<file path="src/alu_op_pkg.sv">
package alu_op_pkg;

    localparam int CMD_W = 4;

    // arithmetic set, mode = 1
    localparam logic [CMD_W-1:0] OP_ADD     = 4'd0;
    localparam logic [CMD_W-1:0] OP_SUB     = 4'd1;
    localparam logic [CMD_W-1:0] OP_ADD_CIN = 4'd2;
    localparam logic [CMD_W-1:0] OP_SUB_CIN = 4'd3;
    localparam logic [CMD_W-1:0] OP_INC_A   = 4'd4;
    localparam logic [CMD_W-1:0] OP_DEC_A   = 4'd5;
    localparam logic [CMD_W-1:0] OP_INC_B   = 4'd6;
    localparam logic [CMD_W-1:0] OP_DEC_B   = 4'd7;
    localparam logic [CMD_W-1:0] OP_CMP     = 4'd8;
    localparam logic [CMD_W-1:0] OP_SADD    = 4'd9;
    localparam logic [CMD_W-1:0] OP_SSUB    = 4'd10; // 11..15 undefined

    // logic set, mode = 0
    localparam logic [CMD_W-1:0] OP_AND     = 4'd0;
    localparam logic [CMD_W-1:0] OP_NAND    = 4'd1;
    localparam logic [CMD_W-1:0] OP_OR      = 4'd2;
    localparam logic [CMD_W-1:0] OP_NOR     = 4'd3;
    localparam logic [CMD_W-1:0] OP_XOR     = 4'd4;
    localparam logic [CMD_W-1:0] OP_XNOR    = 4'd5;
    localparam logic [CMD_W-1:0] OP_NOT_A   = 4'd6;
    localparam logic [CMD_W-1:0] OP_NOT_B   = 4'd7;
    localparam logic [CMD_W-1:0] OP_SHR1_A  = 4'd8;
    localparam logic [CMD_W-1:0] OP_SHL1_A  = 4'd9;
    localparam logic [CMD_W-1:0] OP_SHR1_B  = 4'd10;
    localparam logic [CMD_W-1:0] OP_SHL1_B  = 4'd11;
    localparam logic [CMD_W-1:0] OP_ROL     = 4'd12;
    localparam logic [CMD_W-1:0] OP_ROR     = 4'd13; // 14, 15 undefined

    // one cmd word, read through the view that matches mode
    typedef union packed {
        logic [CMD_W-1:0] arith; // mode = 1
        logic [CMD_W-1:0] lgc;   // mode = 0
    } alu_cmd_u;

endpackage

</file>
<file path="src/alu_io_pkg.sv">
package alu_io_pkg;

    // inp_valid must equal the set the opcode needs
    localparam logic [1:0] OPS_A  = 2'd1;
    localparam logic [1:0] OPS_B  = 2'd2;
    localparam logic [1:0] OPS_AB = 2'd3;

    localparam int FLAG_W = 8;

    // bit positions in the flags vector
    localparam int F_OFLOW = 0;
    localparam int F_COUT  = 1;
    localparam int F_G     = 2;
    localparam int F_L     = 3;
    localparam int F_E     = 4;
    localparam int F_ERR   = 5;
    localparam int F_NEG   = 6;
    localparam int F_ZERO  = 7;

endpackage

</file>
<file path="src/alu_stage_if.sv">
`timescale 1ns/10ps

// issue register contents, shared by both units and writeback
interface alu_issue_if import alu_op_pkg::*; #(
    parameter int WIDTH = 8
);

    logic             valid;
    logic             mode;
    alu_cmd_u         cmd;
    logic [WIDTH-1:0] a;
    logic [WIDTH-1:0] b;
    logic             cin;
    logic             bad;   // operand mismatch or undefined opcode

    modport issue_mp (
        output valid, mode, cmd, a, b, cin, bad
    );

    modport exec_mp (
        input valid, mode, cmd, a, b, cin, bad
    );

endinterface

// unit result, one per execution unit
interface alu_result_if import alu_io_pkg::*; #(
    parameter int WIDTH = 8
);

    logic [WIDTH:0]    res;
    logic [FLAG_W-1:0] flags;

    modport unit_mp (
        output res, flags
    );

    modport wb_mp (
        input res, flags
    );

endinterface

</file>
<file path="src/alu_issue.sv">
`timescale 1ns/10ps

module alu_issue import alu_op_pkg::*; import alu_io_pkg::*; #(
    parameter int WIDTH = 8
) (
    input  logic             clk,
    input  logic             rst,
    input  logic             ce,
    input  logic             mode,
    input  logic             cin,
    input  logic [1:0]       inp_valid,
    input  logic [CMD_W-1:0] cmd,
    input  logic [WIDTH-1:0] opa,
    input  logic [WIDTH-1:0] opb,
    alu_issue_if.issue_mp    iss
);

    alu_cmd_u   cmd_u;
    logic [1:0] need;   // operand set the opcode wants
    logic       known;

    assign cmd_u = cmd;

    always_comb begin
        need  = OPS_AB;
        known = 1'b1;
        if (mode) begin
            case (cmd_u.arith)
                OP_ADD, OP_SUB, OP_ADD_CIN, OP_SUB_CIN,
                OP_CMP, OP_SADD, OP_SSUB:  need = OPS_AB;
                OP_INC_A, OP_DEC_A:        need = OPS_A;
                OP_INC_B, OP_DEC_B:        need = OPS_B;
                default:                   known = 1'b0;
            endcase
        end else begin
            case (cmd_u.lgc)
                OP_AND, OP_NAND, OP_OR, OP_NOR, OP_XOR, OP_XNOR,
                OP_ROL, OP_ROR:                 need = OPS_AB;
                OP_NOT_A, OP_SHR1_A, OP_SHL1_A: need = OPS_A;
                OP_NOT_B, OP_SHR1_B, OP_SHL1_B: need = OPS_B;
                default:                        known = 1'b0;
            endcase
        end
    end

    always_ff @(posedge clk or posedge rst) begin
        if (rst) begin
            iss.valid <= 1'b0;
            iss.mode  <= 1'b0;
            iss.cmd   <= '0;
            iss.a     <= '0;
            iss.b     <= '0;
            iss.cin   <= 1'b0;
            iss.bad   <= 1'b0;
        end else if (ce) begin
            iss.valid <= 1'b1;   // every enabled edge takes an item
            iss.mode  <= mode;
            iss.cmd   <= cmd_u;
            iss.a     <= opa;
            iss.b     <= opb;
            iss.cin   <= cin;
            iss.bad   <= !known || (inp_valid != need);
        end
    end

endmodule

</file>
<file path="src/alu_arith_unit.sv">
`timescale 1ns/10ps

module alu_arith_unit import alu_op_pkg::*; import alu_io_pkg::*; #(
    parameter int WIDTH = 8
) (
    alu_issue_if.exec_mp  iss,
    alu_result_if.unit_mp rsl
);

    localparam logic [WIDTH:0] ONE = 1;

    logic [WIDTH:0] ea;
    logic [WIDTH:0] eb;
    logic [WIDTH:0] cin_x;
    logic [WIDTH:0] sum;
    logic [WIDTH:0] dif;
    logic           s_ovf_add;
    logic           s_ovf_sub;

    assign ea    = {1'b0, iss.a};
    assign eb    = {1'b0, iss.b};
    assign cin_x = {{WIDTH{1'b0}}, iss.cin};
    assign sum   = ea + eb;
    assign dif   = ea - eb;   // dif[WIDTH] is the borrow

    // signed overflow, sign of result differs from what the operands allow
    assign s_ovf_add = (iss.a[WIDTH-1] == iss.b[WIDTH-1]) && (sum[WIDTH-1] != iss.a[WIDTH-1]);
    assign s_ovf_sub = (iss.a[WIDTH-1] != iss.b[WIDTH-1]) && (dif[WIDTH-1] != iss.a[WIDTH-1]);

    always_comb begin
        rsl.res   = '0;
        rsl.flags = '0;
        case (iss.cmd.arith)
            OP_ADD:     rsl.res = sum;
            OP_SUB:     rsl.res = dif;
            OP_ADD_CIN: rsl.res = sum + cin_x;
            OP_SUB_CIN: rsl.res = dif - cin_x;
            OP_INC_A:   rsl.res = ea + ONE;
            OP_DEC_A:   rsl.res = ea - ONE;
            OP_INC_B:   rsl.res = eb + ONE;
            OP_DEC_B:   rsl.res = eb - ONE;
            OP_CMP: begin
                rsl.flags[F_G] = iss.a > iss.b;
                rsl.flags[F_L] = iss.a < iss.b;
                rsl.flags[F_E] = iss.a == iss.b;
            end
            OP_SADD: begin
                rsl.res              = {1'b0, sum[WIDTH-1:0]};
                rsl.flags[F_OFLOW]   = s_ovf_add;
                rsl.flags[F_COUT]    = sum[WIDTH];
                rsl.flags[F_NEG]     = sum[WIDTH-1];
                rsl.flags[F_ZERO]    = (sum[WIDTH-1:0] == '0);
            end
            OP_SSUB: begin
                rsl.res              = {1'b0, dif[WIDTH-1:0]};
                rsl.flags[F_OFLOW]   = s_ovf_sub;
                rsl.flags[F_COUT]    = dif[WIDTH];
                rsl.flags[F_NEG]     = dif[WIDTH-1];
                rsl.flags[F_ZERO]    = (dif[WIDTH-1:0] == '0);
            end
            default: ;   // undefined, issue already marked it bad
        endcase

        // unsigned add/sub family reports the top bit twice
        case (iss.cmd.arith)
            OP_ADD, OP_SUB, OP_ADD_CIN, OP_SUB_CIN: begin
                rsl.flags[F_COUT]  = rsl.res[WIDTH];
                rsl.flags[F_OFLOW] = rsl.res[WIDTH];
            end
            default: ;
        endcase
    end

endmodule

</file>
<file path="src/alu_logic_unit.sv">
`timescale 1ns/10ps

module alu_logic_unit import alu_op_pkg::*; import alu_io_pkg::*; #(
    parameter int WIDTH = 8
) (
    alu_issue_if.exec_mp  iss,
    alu_result_if.unit_mp rsl
);

    localparam int SHW = $clog2(WIDTH);

    logic [SHW-1:0]   amt;      // rotate amount
    logic             amt_big;  // B has bits above the amount field
    logic [WIDTH-1:0] rol;
    logic [WIDTH-1:0] ror;
    logic [WIDTH-1:0] r;

    assign amt     = iss.b[SHW-1:0];
    assign amt_big = |iss.b[WIDTH-1:SHW];

    // amt = 0 shifts by WIDTH on the far side and leaves a unchanged
    assign rol = (iss.a << amt) | (iss.a >> (WIDTH - amt));
    assign ror = (iss.a >> amt) | (iss.a << (WIDTH - amt));

    always_comb begin
        r         = '0;
        rsl.flags = '0;
        case (iss.cmd.lgc)
            OP_AND:    r = iss.a & iss.b;
            OP_NAND:   r = ~(iss.a & iss.b);
            OP_OR:     r = iss.a | iss.b;
            OP_NOR:    r = ~(iss.a | iss.b);
            OP_XOR:    r = iss.a ^ iss.b;
            OP_XNOR:   r = ~(iss.a ^ iss.b);
            OP_NOT_A:  r = ~iss.a;
            OP_NOT_B:  r = ~iss.b;
            OP_SHR1_A: r = iss.a >> 1;
            OP_SHL1_A: r = iss.a << 1;   // top bit drops out
            OP_SHR1_B: r = iss.b >> 1;
            OP_SHL1_B: r = iss.b << 1;
            OP_ROL: begin
                r                = rol;
                rsl.flags[F_ERR] = amt_big;
            end
            OP_ROR: begin
                r                = ror;
                rsl.flags[F_ERR] = amt_big;
            end
            default: ;
        endcase
    end

    assign rsl.res = {1'b0, r};   // logic results never use the extra bit

endmodule

</file>
<file path="src/alu_writeback.sv">
`timescale 1ns/10ps

module alu_writeback import alu_io_pkg::*; #(
    parameter int WIDTH = 8
) (
    input  logic              clk,
    input  logic              rst,
    input  logic              ce,
    alu_issue_if.exec_mp      iss,
    alu_result_if.wb_mp       ar,
    alu_result_if.wb_mp       lg,
    output logic [WIDTH:0]    res,
    output logic [FLAG_W-1:0] flags
);

    localparam logic [FLAG_W-1:0] ERR_ONLY = FLAG_W'(1) << F_ERR;

    logic [WIDTH:0]    sel_res;
    logic [FLAG_W-1:0] sel_flags;

    // bad items collapse to a bare err
    always_comb begin
        if (iss.bad) begin
            sel_res   = '0;
            sel_flags = ERR_ONLY;
        end else if (iss.mode) begin
            sel_res   = ar.res;
            sel_flags = ar.flags;
        end else begin
            sel_res   = lg.res;
            sel_flags = lg.flags;
        end
    end

    always_ff @(posedge clk or posedge rst) begin
        if (rst) begin
            res   <= '0;
            flags <= '0;
        end else if (ce && iss.valid) begin
            res   <= sel_res;
            flags <= sel_flags;
        end
    end

endmodule

</file>
<file path="src/alu_top.sv">
`timescale 1ns/10ps

module alu_top import alu_op_pkg::*; import alu_io_pkg::*; #(
    parameter int WIDTH = 8
) (
    input  logic             clk,
    input  logic             rst,
    input  logic             ce,
    input  logic             mode,
    input  logic             cin,
    input  logic [1:0]       inp_valid,
    input  logic [CMD_W-1:0] cmd,
    input  logic [WIDTH-1:0] opa,
    input  logic [WIDTH-1:0] opb,
    output logic [WIDTH:0]   res,
    output logic             oflow,
    output logic             cout,
    output logic             g,
    output logic             l,
    output logic             e,
    output logic             err,
    output logic             neg,
    output logic             zero
);

    logic [FLAG_W-1:0] flags;

    alu_issue_if  #(.WIDTH(WIDTH)) iss_if ();
    alu_result_if #(.WIDTH(WIDTH)) ar_if ();
    alu_result_if #(.WIDTH(WIDTH)) lg_if ();

    alu_issue #(.WIDTH(WIDTH)) u_issue (
        .clk       (clk),
        .rst       (rst),
        .ce        (ce),
        .mode      (mode),
        .cin       (cin),
        .inp_valid (inp_valid),
        .cmd       (cmd),
        .opa       (opa),
        .opb       (opb),
        .iss       (iss_if.issue_mp)
    );

    alu_arith_unit #(.WIDTH(WIDTH)) u_arith (.iss(iss_if.exec_mp), .rsl(ar_if.unit_mp));
    alu_logic_unit #(.WIDTH(WIDTH)) u_logic (.iss(iss_if.exec_mp), .rsl(lg_if.unit_mp));

    alu_writeback #(.WIDTH(WIDTH)) u_wb (
        .clk   (clk),
        .rst   (rst),
        .ce    (ce),
        .iss   (iss_if.exec_mp),
        .ar    (ar_if.wb_mp),
        .lg    (lg_if.wb_mp),
        .res   (res),
        .flags (flags)
    );

    // named flag outputs
    assign oflow = flags[F_OFLOW];
    assign cout  = flags[F_COUT];
    assign g     = flags[F_G];
    assign l     = flags[F_L];
    assign e     = flags[F_E];
    assign err   = flags[F_ERR];
    assign neg   = flags[F_NEG];
    assign zero  = flags[F_ZERO];

endmodule

</file>
<file path="config.mk">
export PLATFORM = sky130hd
export DESIGN_NAME = alu_top
export DESIGN_NICKNAME = d
export VERILOG_FILES = /design/src/alu_op_pkg.sv /design/src/alu_io_pkg.sv /design/src/alu_stage_if.sv /design/src/alu_issue.sv /design/src/alu_arith_unit.sv /design/src/alu_logic_unit.sv /design/src/alu_writeback.sv /design/src/alu_top.sv
export SDC_FILE = /design/constraint.sdc
export NUM_CORES = 1
export LEC_CHECK = 0
export BUFFER_PORTS_ARGS = -buffer_cell sky130_fd_sc_hd__buf_4
export CAP_MARGIN = 20
export CORE_MARGIN = 2
export CORE_UTILIZATION = 25
export DETAILED_ROUTE_END_ITERATION = 6
export GPL_TIMING_DRIVEN = 0
export SYNTH_ARGS = -nofsm -noshare
export SYNTH_HDL_FRONTEND = slang
export SYNTH_SLANG_ARGS = --single-unit
</file>
<file path="constraint.sdc">
create_clock -name clk -period 8.96 [get_ports clk]
set_input_delay 1.792 -clock clk [delete_from_list [all_inputs] [get_ports clk]]
set_output_delay 1.792 -clock clk [all_outputs]
set_load 0.02 [all_outputs]
</file>
# == Word level (Yosys, flattened, before mapping) ==
# Index checks and enable logic that the tools add are counted.
# op_classes
n_lt_le_gt_ge,2
reduce_logical,18
n_eq_ne,32
mux,17
n_shift,4
n_bitwise,10
n_addsub,9
# ops
operator,count
$pmux 8 s14,1
$pmux 9 s10,1
$eq 4x4->1 const B,12
$not 8->8,5
$eq 4x3->1 const B,8
$shl 8x32->8,1
$shr 8x32->8,1
$or 8x8->8,3
$add 8x1->9 const B,2
$mux 9,2
$sub 8x1->9 const B,2
$eq 4x2->1 const B,4
$logic_not 8->1,2
$mux 8,2
$pmux 2 s2,4
$reduce_or 14->1,1
$reduce_or 11->1,1
$add 8x8->9,1
$add 9x1->9,1
$sub 8x8->9,1
$sub 9x1->9,1
$and 8x8->8,1
$eq 4x1->1 const B,2
$eq 8x8->1,1
20 further kinds,32
# word_totals
reg_bits,41
in_bits,27
word_cells,101

# == Logic depth before layout (Yosys ltp) ==
# logic_depth
depth_word,7
depth_mapped,14
ltp_nobuf,12

# == Hierarchy ==
# Synthesis repeated with hierarchy kept, for this count alone.
# unflattened
hier_cells,786
hier_area_um2,6708.9
# by_module_without_submodules
module,cells_per_inst,area_each_um2,seq_area_each_um2,instances
alu_arith_unit,328,2449.8,0.0,1
alu_logic_unit,330,2432.3,0.0,1
alu_issue,69,999.7,600.6,1
alu_writeback,59,827.0,425.4,1

# == Least setup slack after synthesis ==
# Ideal clock, no wire load.
# synth_timing
path_kind,input to register
start,input port ce
end,register u_wb.res[4]
required_ns,8.838
stages,8
slack_ns,5.468
t_arrival_ns,3.371
cell_sequence,clkbuf_1 nand2_1 nor2_1 and2_1 or3_1 a2111oi_0 nand4_1 a32o_1
# synth_via
elab_chain_cells,1
# synth_lines
element,line,text
from (decl),alu_top.sv:8,"input logic ce,"
$logic_and 1x1->1,alu_writeback.sv:39,end else if (ce && iss.valid) begin
to (signal assigned),alu_writeback.sv:40,res <= sel_res;
to (decl),alu_writeback.sv:12,"output logic [WIDTH:0] res,"
# No other way between the ends.
# A chain may end at the register's enable or synchronous reset.

# == Final worst setup path ==
# layout_timing
start,register u_issue.iss.cmd[0]
end,register u_wb.res[8]
# layout_via
elab_chain_cells,4
# layout_lines
element,line,text
from (decl),alu_stage_if.sv:17,"output valid, mode, cmd, a, b, cin, bad"
from (signal assigned),alu_issue.sv:58,iss.cmd <= cmd_u;
"$eq 4x4->1, or another cell as far along",alu_arith_unit.sv:33,case (iss.cmd.arith)
$pmux 9 s10 (*),alu_arith_unit.sv:33,
$mux 9 (*),alu_writeback.sv:26,end else if (iss.mode) begin
$mux 9 (*),alu_writeback.sv:23,if (iss.bad) begin
# Every way passes the cells marked *; elsewhere a longest branch is shown, timed or not.

==> flow_metrics.env <==
export IMPL_status="complete, no violations"
export IMPL_path_clk_slew_ns=0.06
export IMPL_synth_edf_count=0
export IMPL_swShare=0.488
export IMPL_p_clk_frac=0.181
export IMPL_initial_utilization=0.253
export IMPL_drc=0
export IMPL_die_area_mm2=0.0249
export IMPL_setup_viol=0
export IMPL_r2r_cells=13
export IMPL_relSlewSlack=0.369
export IMPL_wl_per_cell_um=21.5
export IMPL_synthesis_nets=869
export IMPL_dpl_cell_count=1147
export IMPL_combPwrFrac=0.590
export IMPL_internal_power_uw=512
export IMPL_first_pass_iters=6
export IMPL_fin_skew_ns=0.00591
export IMPL_cp_arrival_ns=4.80
export IMPL_synth_area_mm2=0.00592
export IMPL_dp_hpwl_um=19300
export IMPL_reg2reg_to="u_wb.res[8]$_DFFE_PP0P_"
export IMPL_layout_drive_gt1_share=0.123
export IMPL_gp_congestion=1.01
export IMPL_hold_viol=0
export IMPL_drtAntennaViolNets=0
export IMPL_fillers=2588
export IMPL_seqCellArea_mm2=0.00103
export IMPL_crit_path_end="u_wb.res[8]$_DFFE_PP0P_"
export IMPL_io_buffer_count=42
export IMPL_min_period_over_period=0.511
export IMPL_clock_sinks=41
export IMPL_rrSetupSlack_ns=4.39
export IMPL_startpoint_type="register"
export IMPL_fp_dieH_um=158
export IMPL_r2r_start="u_issue.iss.cmd[0]$_DFFE_PP0P_"
export IMPL_cts_resized=0
export IMPL_synth_cells=786
export IMPL_viasPerCell=5.87
export IMPL_numCtsBuffers=5
export IMPL_drtIter0Drc=1198
export IMPL_p_switching_uw=489
export IMPL_antenna_found_initial=0
export IMPL_pin_count=44
export IMPL_cp_required_ns=9.19
export IMPL_grt_pass1_vias=6257
export IMPL_postCtsSetupBuffers=0
export IMPL_vias=6770
export IMPL_power_density_mw_per_mm2=148
export IMPL_postCtsHoldBufs=0
export IMPL_die_x_um=158
export IMPL_worst_path_max_fanout=15
export IMPL_htree_levels=2
export IMPL_yosys_register_bits=41
export IMPL_fin_crit_ns=4.57
export IMPL_hp_class="reg -> reg"
export IMPL_grt_pass1_wl_um=37700
export IMPL_clock_path_buffers=2
export IMPL_setup_tns_ns=0
export IMPL_fp_row_count=56
export IMPL_mostFrequentLayoutCell="nand2_1"
export IMPL_post_route_util=0.290
export IMPL_tightestPinTransition_ns=0.939
export IMPL_yosysWarnings=0
export IMPL_report_final_slew_viol_count=0
export IMPL_maxCapViolations=0
export IMPL_max_freq_mhz=219
export IMPL_antenna_cells=0
export IMPL_ys_types=75
export IMPL_critPathLaunch="u_issue.iss.cmd[0]$_DFFE_PP0P_"
export IMPL_cts_tree="yes"
export IMPL_ir_drop_v=0.0000864
export IMPL_yosysSeqAreaShare=0.173
export IMPL_grt_max_degree=42
export IMPL_rsz0062_at_grt="false"
export IMPL_grt_use_total=0.199
export IMPL_syn_avg_cell_area_um2=7.54
export IMPL_endpoint_kind="register"
export IMPL_multiInputGateArea_mm2=0.00453
export IMPL_synthArstFlopShare=1.00
export IMPL_p_seq_frac=0.229
export IMPL_p_leak_uw=0.00277
export IMPL_core_mm2=0.0234
export IMPL_mostFrequentLayoutCells="nand2_1 (84), o21ai_0 (73), nor2_1 (65), ha_1 (52), a21oi_1 (45)"
export IMPL_wl_um=24800
export IMPL_finalNetCount=918
export IMPL_stdcell_count=1154
export IMPL_ys_flop_type="dfrtp_1"
export IMPL_syn2layout_area_growth_pct=14.4
export IMPL_worstSetupPathType="reg -> reg"
export IMPL_overflow=0
export IMPL_clockRootBuffer="clkbuf_16"
export IMPL_clock_latency_ns=0.30
-- worst min-delay path by stage --
stage	from	to	slack, ns	cells after the start
3_5_place_dp	u_wb.flags[2]$_DFFE_PP0P_	u_wb.flags[2]$_DFFE_PP0P_	0.47	1
2_1_floorplan	u_issue.iss.valid$_DFFE_PP0P_	u_issue.iss.valid$_DFFE_PP0P_	0.45	1
6_report	u_wb.flags[2]$_DFFE_PP0P_	u_wb.flags[2]$_DFFE_PP0P_	0.48	1
4_1_cts	u_wb.flags[2]$_DFFE_PP0P_	u_wb.flags[2]$_DFFE_PP0P_	0.48	1
5_1_grt	u_wb.res[1]$_DFFE_PP0P_	u_wb.res[1]$_DFFE_PP0P_	0.51	1
3_3_place_gp	u_wb.flags[2]$_DFFE_PP0P_	u_wb.flags[2]$_DFFE_PP0P_	0.46	1
-- cell type report --
cell class,instances,share of cell area
Multi-Input combinational cell,658,0.669
Sequential cell,41,0.151
Tap cell,319,0.0589
Timing Repair Buffer,42,0.0465
Buffer,48,0.0325
Inverter,39,0.0216
Clock buffer,6,0.0190
Clock inverter,1,0.00129
-- metal layers --
metal  vias to the layer above  global-route usage  share of wire
met2                       456               0.307           0.44
met3                        79              0.0328           0.10
met1                      3236               0.279           0.42
li1                       2999                   -              -
met5                         -                   0              0
met4                         0              0.0695          0.039
-- critical path: stages (launching register included) --
cell and delay (ns):
dfrtp_1 0.32, clkbuf_1 0.50, clkbuf_1 0.48, clkbuf_1 0.62, and3_1 0.66, ha_1 0.39
nor3_1 0.20, o21ai_0 0.11, o21ai_0 0.14, o22ai_1 0.13, a211oi_1 0.30, xor2_1 0.33
a211oi_2 0.13, o21ai_1 0.16
-- power by group through the flow --
stage / combinational [uW] / sequential (uW) / clock [uW]
global placement: 563 / 231 / 0
finish: 590 / 230 / 181
floorplan: 393 / 226 / 0
detailed placement: 564 / 231 / 0
CTS: 567 / 228 / 184
global route: 629 / 231 / 193
-- Yosys cell counts (all sizes together), types with 8 or more instances --
| cell | instances | area share |
|---|---|---|
| a211oi | 25 | 0.033 |
| a21oi | 46 | 0.039 |
| a221oi | 9 | 0.014 |
| a22oi | 8 | 0.010 |
| a31oi | 11 | 0.012 |
| a32oi | 8 | 0.013 |
| buf | 21 | 0.020 |
| clkbuf | 27 | 0.017 |
| dfrtp | 41 | 0.17 |
| ha | 52 | 0.11 |
| inv | 38 | 0.024 |
| mux2 | 9 | 0.018 |
| mux2i | 18 | 0.030 |
| nand2 | 84 | 0.053 |
| nand2b | 14 | 0.015 |
| nand3 | 17 | 0.014 |
| nor2 | 66 | 0.042 |
| nor2b | 17 | 0.018 |
| nor3 | 19 | 0.018 |
| nor4 | 10 | 0.014 |
| o211ai | 12 | 0.015 |
| o21ai | 77 | 0.065 |
| o22ai | 11 | 0.012 |
| or2 | 9 | 0.0095 |
| xnor2 | 31 | 0.047 |
-- flip-flops by register name, indices dropped and copies added, names as in the netlist --
register / cells
u_issue.iss.valid: 1
u_issue.iss.bad: 1
u_issue.iss.mode: 1
u_issue.iss.b: 8
u_wb.res: 9
u_issue.iss.cmd: 4
u_issue.iss.cin: 1
u_wb.flags: 8
u_issue.iss.a: 8
-- per-stage QoR --
| stage | area (um^2) | hold WS, ns | setup WS (ns) | total power [uW] |
|---|---|---|---|---|
| detailed placement | 6640 | 0.468 | 4.59 | 795 |
| CTS | 6780 | 0.482 | 4.57 | 979 |
| global route | 6780 | 0.514 | 4.17 | 1050 |
| floorplan | 5920 | 0.452 | 5.47 | 620 |
| global placement | 6640 | 0.465 | 4.58 | 794 |
| finish | 6780 | 0.476 | 4.39 | 1000 |
-- kinds of logic (layout without fill, tap and decap cells) --
family,after synthesis,count (layout),synth area share
flops,41,41,0.173
fa+ha+maj,56,56,0.123
simple gates,260,260,0.212
buf+inv,87,136,0.0619
compound gates,273,273,0.309
mux,31,31,0.0634
xor+xnor,38,38,0.0574
(Power assumes the default switching activity.)
